### src/rtl/mul_pkg.sv
// Multiply unit shared definitions

package mul_pkg;

  // Operand and result width of the unit
  localparam int WORD_WIDTH = 32;

  // Digit width used for the partial products
  localparam int NIBBLE_WIDTH = 4;

  // Digits per operand, eight for a 32-bit word
  localparam int NUM_NIBBLES = WORD_WIDTH / NIBBLE_WIDTH;

  // Full unsigned product width, twice the operand width
  localparam int PROD_WIDTH = 2 * WORD_WIDTH;

  // One partial product per digit pair, 64 in all
  localparam int NUM_PARTIALS = NUM_NIBBLES * NUM_NIBBLES;

  // Parallel multiplier lanes behind the dispatcher
  localparam int NUM_LANES = 2;

  // Request identifier width, echoed back with each result
  localparam int TAG_WIDTH = 4;

  // Round-robin pointer width for dispatcher and collector
  localparam int LANE_IDX_WIDTH = 1;

  // Request as it enters the unit
  // The tag is the top field so it is easy to spot in waveforms
  typedef struct packed {
    logic [TAG_WIDTH-1:0]  tag;
    logic [WORD_WIDTH-1:0] multiplicand;
    logic [WORD_WIDTH-1:0] multiplier;
  } mul_req_t;

  // Response as it leaves the unit
  // Result is the low half of the unsigned product
  // Overflow flags a non-zero high half
  typedef struct packed {
    logic [TAG_WIDTH-1:0]  tag;
    logic [WORD_WIDTH-1:0] result;
    logic                  overflow;
  } mul_rsp_t;

endpackage

### src/rtl/mul_collect.sv
// In-order response collector
`timescale 1ns/1ps

module mul_collect import mul_pkg::*; (
  input  logic     clk,
  input  logic     rst,
  input  logic     lane_valid [NUM_LANES],
  input  mul_rsp_t lane_rsp   [NUM_LANES],
  output logic     lane_ready [NUM_LANES],
  output logic     out_valid,
  output mul_rsp_t out_rsp,
  input  logic     out_ready
);

  // Lane that owes the oldest outstanding result
  logic [LANE_IDX_WIDTH-1:0] ptr;
  logic                      out_fire;

  // A result from the other lane waits until this lane has delivered
  assign out_valid = lane_valid[ptr];
  assign out_rsp   = lane_rsp[ptr];
  assign out_fire  = out_valid && out_ready;

  // Ready reaches only the selected lane, the others keep stalling
  always_comb
  begin
    for (int i = 0; i < NUM_LANES; i++)
    begin
      lane_ready[i] = out_ready && (ptr == LANE_IDX_WIDTH'(i));
    end
  end

  // Same walk as the dispatcher, so the order of requests is restored
  always_ff @(posedge clk)
  begin
    if (rst)
    begin
      ptr <= '0;
    end
    else if (out_fire)
    begin
      if (ptr == LANE_IDX_WIDTH'(NUM_LANES - 1))
      begin
        ptr <= '0;
      end
      else
      begin
        ptr <= ptr + LANE_IDX_WIDTH'(1);
      end
    end
  end

endmodule

### config.mk
export PLATFORM = sky130hd
export DESIGN_NAME = mul_collect
export DESIGN_NICKNAME = d
export VERILOG_FILES = /design/src/rtl/mul_pkg.sv /design/src/rtl/mul_collect.sv
export SDC_FILE = /design/constraint.sdc
export NUM_CORES = 1
export LEC_CHECK = 0
export BUFFER_PORTS_ARGS = -buffer_cell sky130_fd_sc_hd__buf_2
export CAP_MARGIN = 20
export CORE_UTILIZATION = 30
export CTS_BUF_LIST = sky130_fd_sc_hd__clkbuf_16
export DETAILED_ROUTE_END_ITERATION = 7
export GPL_TIMING_DRIVEN = 1
export PLACE_DENSITY = 0.86
export SLEW_MARGIN = 20
export SYNTH_ARGS = -nofsm -noshare
export SYNTH_HDL_FRONTEND = slang
export SYNTH_SLANG_ARGS = --single-unit
### constraint.sdc
create_clock -name clk -period 2 [get_ports clk]
set_clock_uncertainty 0.1 [all_clocks]
set_input_delay 0 -clock clk [delete_from_list [all_inputs] [get_ports clk]]
set_output_delay 0 -clock clk [all_outputs]
set_load 0.05 [all_outputs]
==> impl_results.md <==
* Vias in the first global route at 746
* Initial drt markers at 2
* CTS Hold Bufs at 0
* Hold Path Cell Cnt at 2
* Clock-pin transition on the worst setup and hold timing paths at 0 ps
* Initial antenna violation count at 0
* Static Leak at between 0.7 and 0.8 nW
* Register area at 21.3 sq um
* Nets@finish at 245
* Syn_nets at 128
* Post-Synthesis Cell Area at between 700 and 800 sq um
* Antenna Diode Count at 0
* Die H at 50.8 um
* Drt pass-1 iters at 2
* Design Power at 0.000548 W
* Grt total ovfl at 0
* Critical path class: flop to output pin
* Vias at between 800 and 900
* Reg2reg setup slack at 810 ps
* Post-Route WL at 2190 um
* Final hold vios at 0
* Final period utilization at 0.653
* Most common library cell in the layout ignoring fill and taps: buf_2
* Io pins at 119
* Min Tclk post-route at 1310 ps
* Critical path buffers and inverters at 2
* Netlist cell types at 10
* R2r startpoint: ptr
* Routed Antenna Nets at 0
* Worst path slowest cell: mux2_2
* Stages on the worst setup path at 3
* Worst vdd ir at 0.000266 V
* DIE WIDTH at 50.8 um
* Max-slew headroom at 0.768
* DRC at 0
* Sum of negative setup slack at 0 ps
* Flops & latches, synth at 1
* Largest net degree at the start of global routing at 23
* Worst hold path class: input port to flop
* Footprint of the multi-input gates at 602 sq um
* Initial core utilization at 0.319
* Top flop regs: ptr x1
* Post-CTS Setup Bufs at 0
* Final worst slack at 694 ps
* Fraction of layout cells with a size suffix above 1 at 0.976
* CP max FO at 22
* Fill count at between 200 and 250
* Final GP Congestion at 0.645
* DP Wirelength at 2000 um
* Cell depth of the worst flop-to-flop path at 3
* Port Buffer Count at 118
* Register area share after synthesis at 0.0281
* Slew @ Worst Pin at 348 ps
* PostCTS Resize Cnt at 0
* Global-route total usage across every layer at 0.150
* CP Launch Type: flop
* Max FFs per register at 1
* Avg WL per Cell at 11.4 um
* Final setup viols at 0
* Place WS at a little under 700 ps
* Crit path arrival time at 1210 ps
* P&R area growth vs syn at 77.2%
* Synthesized netlist cell count at 49
* Fmax at roughly 770 MHz
* CP top delay family: buffers and inverters
* Biggest register: ptr
* Pins Over Slew Limit at 0
* Yosys warns at 0
* HP Start: rst
* Max-Cap Viols at 0
* CP max stage delay at 380 ps
* PwrDens at 434 nW/um^2
* Die ar. at 2580 sq um
* RR Endpoint: ptr
* Hold EP: ptr
* Syn Area/Cell at ~15 sq um
* Unrepaired setup endpoints after global routing: false
* First-pass GRT wire length at between 3000 and 4000 um
* Status: finished clean
* Worst-path cell chain: buf_4, mux2_2, buf_2
* Row cnt at 17
* Final Core Density at 0.566
* Critical Path RT at 1900 ps
* Vias per std cell at 4.38
* Commonest cells after routing, fill and taps aside: buf_2, mux2_4, buf_4
* Setup crit end kind: output pin
* Clock Latency Late Sink at 0 ps
* Core footprint at 2230 sq um
worst max path at each step:
stage | startpoint | to | slack [ps]
2_1_floorplan | ptr | lane_ready[1] | 640
3_3_place_gp | ptr | out_rsp[27] | 700
3_5_place_dp | ptr | out_rsp[27] | 680
4_1_cts | ptr | out_rsp[27] | 680
5_1_grt | ptr | out_rsp[27] | 640
6_report | ptr | out_rsp[27] | 690
cells in the mapped netlist:
cell type / n / area (sq um)
a21oi_1: 1 / 5.00
a21bo_2: 1 / 10.0
nand3b_1: 1 / 7.51
dfxtp_1: 1 / 20.0
mux2_4: 37 / 556
and2_1: 1 / 6.26
buf_12: 4 / 80.1
buf_6: 1 / 11.3
nor2b_1: 1 / 6.26
mux2_2: 1 / 11.3
layout make-up:
type | count | share of cell area
Sequential cell | 1 | 0.0168
Tap cell | 28 | 0.0277
Multi-Input combinational cell | 43 | 0.476
Timing Repair Buffer | 120 | 0.479
metal layers:
metal,vias up,part of all wire,global-route usage
met1,385,0.29,0.117
met5,-,0,0
met2,43,0.63,0.376
li1,413,-,-
met3,0,0.076,0.0152
met4,0,0,0
per-stage QoR:
stage / hold WS, ps / cells / area, sq um
after global routing: 73.7 / 192 / 1260
after CTS: 59.8 / 192 / 1260
after floorplan: -30.9 / 49 / 713
after global placement: 52.3 / 192 / 1260
final: 60.3 / 192 / 1260
after detailed placement: 59.8 / 192 / 1260
cells by family after synthesis:
logic type	Yosys count	synth area share
mux	38	0.795
simple gates	3	0.0281
buf+inv	5	0.128
flops	1	0.0281
compound gates	2	0.0210
power breakdown:
part / switching [W] / internal, W / total [W]
clock: 0 / 0 / 0
sequential: 0.000000578 / 0.0000220 / 0.0000225
combinational: 0.000325 / 0.000200 / 0.000526
total: 0.000326 / 0.000222 / 0.000548
(Power assumes the default switching activity.)
