## config.mk

```make
export PLATFORM = sky130hd
export DESIGN_NAME = mul_skid_buffer
export DESIGN_NICKNAME = d
export VERILOG_FILES = /design/src/rtl/mul_skid_buffer.sv
export SDC_FILE = /design/constraint.sdc
export NUM_CORES = 1
export LEC_CHECK = 0
export BUFFER_PORTS_ARGS = -buffer_cell sky130_fd_sc_hd__buf_2
export CAP_MARGIN = 15
export CORE_AREA = 2 2 39 41
export DETAILED_ROUTE_END_ITERATION = 8
export DIE_AREA = 0 0 41 43
export PLACE_DENSITY_LB_ADDON = 0.25
export SLEW_MARGIN = 25
export SYNTH_ARGS = -nofsm -noshare
export SYNTH_HDL_FRONTEND = slang
export SYNTH_SLANG_ARGS = --single-unit
export TNS_END_PERCENT = 30
```

## constraint.sdc

```tcl
create_clock -name clk -period 1.23 [get_ports clk]
set_clock_uncertainty 0.05 [all_clocks]
set_input_delay 0.0615 -clock clk [delete_from_list [all_inputs] [get_ports clk]]
set_output_delay 0.0615 -clock clk [all_outputs]
set_load 0.01 [all_outputs]
```

## src/rtl/mul_skid_buffer.sv

```systemverilog
// Two-entry skid buffer
`timescale 1ns/1ps

module mul_skid_buffer #(
  parameter type payload_t = logic
) (
  input  logic     clk,
  input  logic     rst,
  input  logic     in_valid,
  input  payload_t in_data,
  output logic     in_ready,
  output logic     out_valid,
  output payload_t out_data,
  input  logic     out_ready
);

  // The main register feeds the consumer
  // The spill register catches an item that arrives while the consumer stalls
  logic     main_valid;
  payload_t main_data;
  logic     spill_valid;
  payload_t spill_data;
  logic     in_fire;
  logic     out_fire;
  logic     main_free;

  assign in_fire  = in_valid && in_ready;
  assign out_fire = main_valid && out_ready;

  // Main register can be reloaded when it is empty or being drained
  assign main_free = !main_valid || out_fire;

  // Ready only depends on a flop, so no combinational path runs upstream
  assign in_ready  = !spill_valid;
  assign out_valid = main_valid;
  assign out_data  = main_data;

  always_ff @(posedge clk)
  begin
    if (rst)
    begin
      main_valid  <= 1'b0;
      spill_valid <= 1'b0;
    end
    else if (main_free)
    begin
      // Spilled item has priority, input is blocked while spill is full
      main_valid  <= spill_valid || in_fire;
      spill_valid <= 1'b0;
    end
    else if (in_fire)
    begin
      // Consumer stalled with main full, park the new item
      spill_valid <= 1'b1;
    end
  end

  always_ff @(posedge clk)
  begin
    if (main_free)
    begin
      main_data <= spill_valid ? spill_data : in_data;
    end
    if (!main_free && in_fire)
    begin
      spill_data <= in_data;
    end
  end

endmodule

```

==> insert_results.sql <==
INSERT INTO impl_metrics (metric_group, metric, value, unit) VALUES
('run_status', 'outcome', 'finished clean', ''),
('final_layout', 'postLayoutCellArea', '256', 'sq um'),
('synthesis', 'area_share_of_xor_xnor_cells_in_the_synthesized_design', '0', '%'),
('routing', 'antenna_violating_nets_post_route', '0', ''),
('final_layout', 'multi_input_comb_area', '55.1', 'sq um'),
('final_layout', 'post_route_cells_drive_above_1_share', '56.5', '%'),
('final_layout', 'final_cell_count_no_fill', '39', ''),
('floorplan', 'io_pins', '8', ''),
('sta', 'rsz0062_at_grt', 'false', ''),
('sta', 'slew_violations', '0', ''),
('clock_tree', 'cts_repair_resize_count', '0', ''),
('final_layout', 'areaGrowthSynthToFinish', '61.4', '%'),
('synthesis', 'synth.area.top_cells', 'sky130_fd_sc_hd__edfxtp_1 38%, sky130_fd_sc_hd__dfxtp_1 25%, sky130_fd_sc_hd__mux2_4 9.4%, sky130_fd_sc_hd__nand2b_4 8.7%, sky130_fd_sc_hd__nor3b_2 7.9%', ''),
('sta', 'fin_setup_tns', '0', 'ns'),
('worst_setup_path', 'cp_data_arrival_time', '0.97', 'ns'),
('synthesis', 'synth.yosys.seq_area_share', '63.0', '%'),
('synthesis', 'synth_seq_cells', '4', ''),
('routing', 'route.vias.total', '119', ''),
('final_layout', 'antenna-diode-count', '0', ''),
('synthesis', 'simple_gate_area_share_of_the_yosys_netlist', '22.0', '%'),
('synthesis', 'synth_warnings', '0', ''),
('grt', 'groute.usage.overall', '4.53', '%'),
('final_layout', 'sequential_cell_area', '100', 'sq um'),
('sta', 'worst_slew_pin_slew', '0.175', 'ns'),
('synthesis', 'synth_top_family_by_area', 'simple AND/OR/NAND/NOR gates', ''),
('final_layout', 'num-fill-cells', '149', ''),
('synthesis', 'postSynth.topFlopCell', 'sky130_fd_sc_hd__edfxtp_1', ''),
('floorplan', 'floorplan.initialDensity', '11.5', '%'),
('synthesis', 'synth_top_area_share', '37.8', '%'),
('sta', 'setup_viol', '0', ''),
('synthesis', 'share_of_cell_area_taken_by_muxes_after_synthesis', '9.45', '%'),
('placement', 'post_dp_cell_area', '214', 'sq um'),
('synthesis', 'yosys-top-cells-count', '2 x sky130_fd_sc_hd__dfxtp_1, 2 x sky130_fd_sc_hd__edfxtp_1', ''),
('run', 'timing.max_cap.violations', '0', ''),
('power', 'power.ir.vdd_worst', '0.321', 'mV'),
('min_path', 'min_path_type', 'input pin to register', ''),
('synthesis', 'synth_fp_nets', '16', ''),
('final_layout', 'finish.net_count', '30', ''),
('synthesis', 'synth_cells', '11', ''),
('floorplan', 'rows', '14', ''),
('synthesis', 'synthesis.area', '159', 'sq um'),
('routing', 'drt_pass1_iterations', '1', ''),
('synthesis', 'yosysUniqueCellTypes', '9', ''),
('clock_tree', 'clock_tree_from_tritoncts', 'done', ''),
('synthesis', 'avgSynthCellArea', '14.4', 'sq um'),
('routing', 'avgViaCountPerCell', '3.05', ''),
('power', 'power.leakage', '0.107', 'nW'),
('worst_setup_path', 'path_type_of_the_worst_setup_path', 'input pin to register', ''),
('worst_setup_path', 'capturing_element_type_of_the_critical_path', 'register', ''),
('routing', 'detail_route.wl_per_cell', '7.95', 'microns'),
('floorplan', 'width_of_the_die', '41', 'microns'),
('floorplan', 'fp.dieArea', '1760', 'sq um'),
('floorplan', 'die_h', '43', 'microns'),
('grt', 'vias_in_the_first_global_route', '119', ''),
('sta', 'timing.fmax', '0.956', 'GHz'),
('clock_tree', 'cts.path.max_buffers', '2', ''),
('grt', 'grt_first_pass_wirelength', '462', 'microns'),
('routing', 'drt_wl_total', '310', 'microns'),
('sta', 'post-route-min-period', '1.05', 'ns'),
('grt', 'globalRouteOverflowTotal', '0', ''),
('synthesis', 'synth_top_area_cell', 'sky130_fd_sc_hd__edfxtp_1', ''),
('clock_tree', 'cts.repair_timing.setup_buffer_count', '0', ''),
('placement', 'dpl.cell_count', '34', ''),
('sta', 'fin_worst_hold_slack', '0.0783', 'ns'),
('clock_tree', 'htreeDepth', '1', ''),
('synthesis', 'yosys.area_share.adder', '0', '%'),
('worst_setup_path', 'worstPathRequired', '1.16', 'ns'),
('sta', 'period_utilization_post_route', '85.1', '%'),
('placement', 'gp_routability_congestion', '0.585', ''),
('synthesis', 'async_reset_ff_share', '0', '%'),
('synthesis', 'synth_edf_count', '2', '');
[logic make-up after synthesis]
kind of cell           Yosys count
AOI/OAI and AO/OA                1
buffers and inverters            1
DFF                              4
muxes                            1
and+or+nand+nor                  4
[routing by layer]
layer,vias to the layer above,GRT usage (%),part of all wire [%]
li1,64,-,-
met4,0,6.00,0
met5,-,0,0
met1,47,5.18,53
met2,8,4.38,31
met3,0,3.14,16
[final timing paths]
kind | end | startpoint | slack [ns] | depth (start not counted)
worst max register to register | out_data$_DFFE_PP_ | spill_valid$_SDFFE_PP0P_ | 0.22 | 1
worst min register to register | spill_valid$_SDFFE_PP0P_ | out_valid$_SDFFE_PP0P_ | 0.47 | 2
worst max-delay path | out_data$_DFFE_PP_ | in_data | 0.18 | 3
worst min-delay path | spill_valid$_SDFFE_PP0P_ | in_valid | 0.08 | 3
[power by group]
group | internal, W | switching [W]
clock network | 0.000109 | 0.0000520
logic | 0.0000203 | 0.0000130
registers | 0.000148 | 0.00000385
[cell type report]
class / instances / area share (%)
inverters: 1 / 1.46
flip-flops and latches: 4 / 39.0
clock buffers: 3 / 8.78
multi-input cells: 6 / 21.5
repair buffers: 9 / 21.5
well taps: 16 / 7.80
[flip-flops by register name, indices dropped and copies added, names as in the netlist]
register,count
out_data,1
out_valid,1
spill_valid,1
spill_data,1
[layout by cell type, fill, tap and decap left out]
master                          Yosys  routed
sky130_fd_sc_hd__nand2b_4           1       1
sky130_fd_sc_hd__a21oi_1            1       1
sky130_fd_sc_hd__inv_1              1       1
sky130_fd_sc_hd__mux2_4             1       1
sky130_fd_sc_hd__buf_2              0       7
sky130_fd_sc_hd__edfxtp_1           2       2
sky130_fd_sc_hd__dfxtp_1            2       2
sky130_fd_sc_hd__dlygate4sd3_1      0       2
sky130_fd_sc_hd__nor3_1             1       1
sky130_fd_sc_hd__clkbuf_4           0       3
sky130_fd_sc_hd__nor2_1             1       1
sky130_fd_sc_hd__nor3b_2            1       1
[metrics by stage]
stage / power [W] / setup WS (ns) / utilization [%]
6_report: 0.000346 / 0.184 / 18.5
3_3_place_gp: 0.000181 / 0.247 / 15.5
2_1_floorplan: 0.000168 / 0.231 / -
4_1_cts: 0.000358 / 0.184 / 18.5
3_5_place_dp: 0.000182 / 0.224 / 15.5
5_1_grt: 0.000365 / 0.172 / 18.5
[worst max-delay path: stages]
cell                            delay, ns
sky130_fd_sc_hd__dlygate4sd3_1       0.53
sky130_fd_sc_hd__buf_2               0.12
sky130_fd_sc_hd__mux2_4              0.25
(Power assumes the default switching activity.)
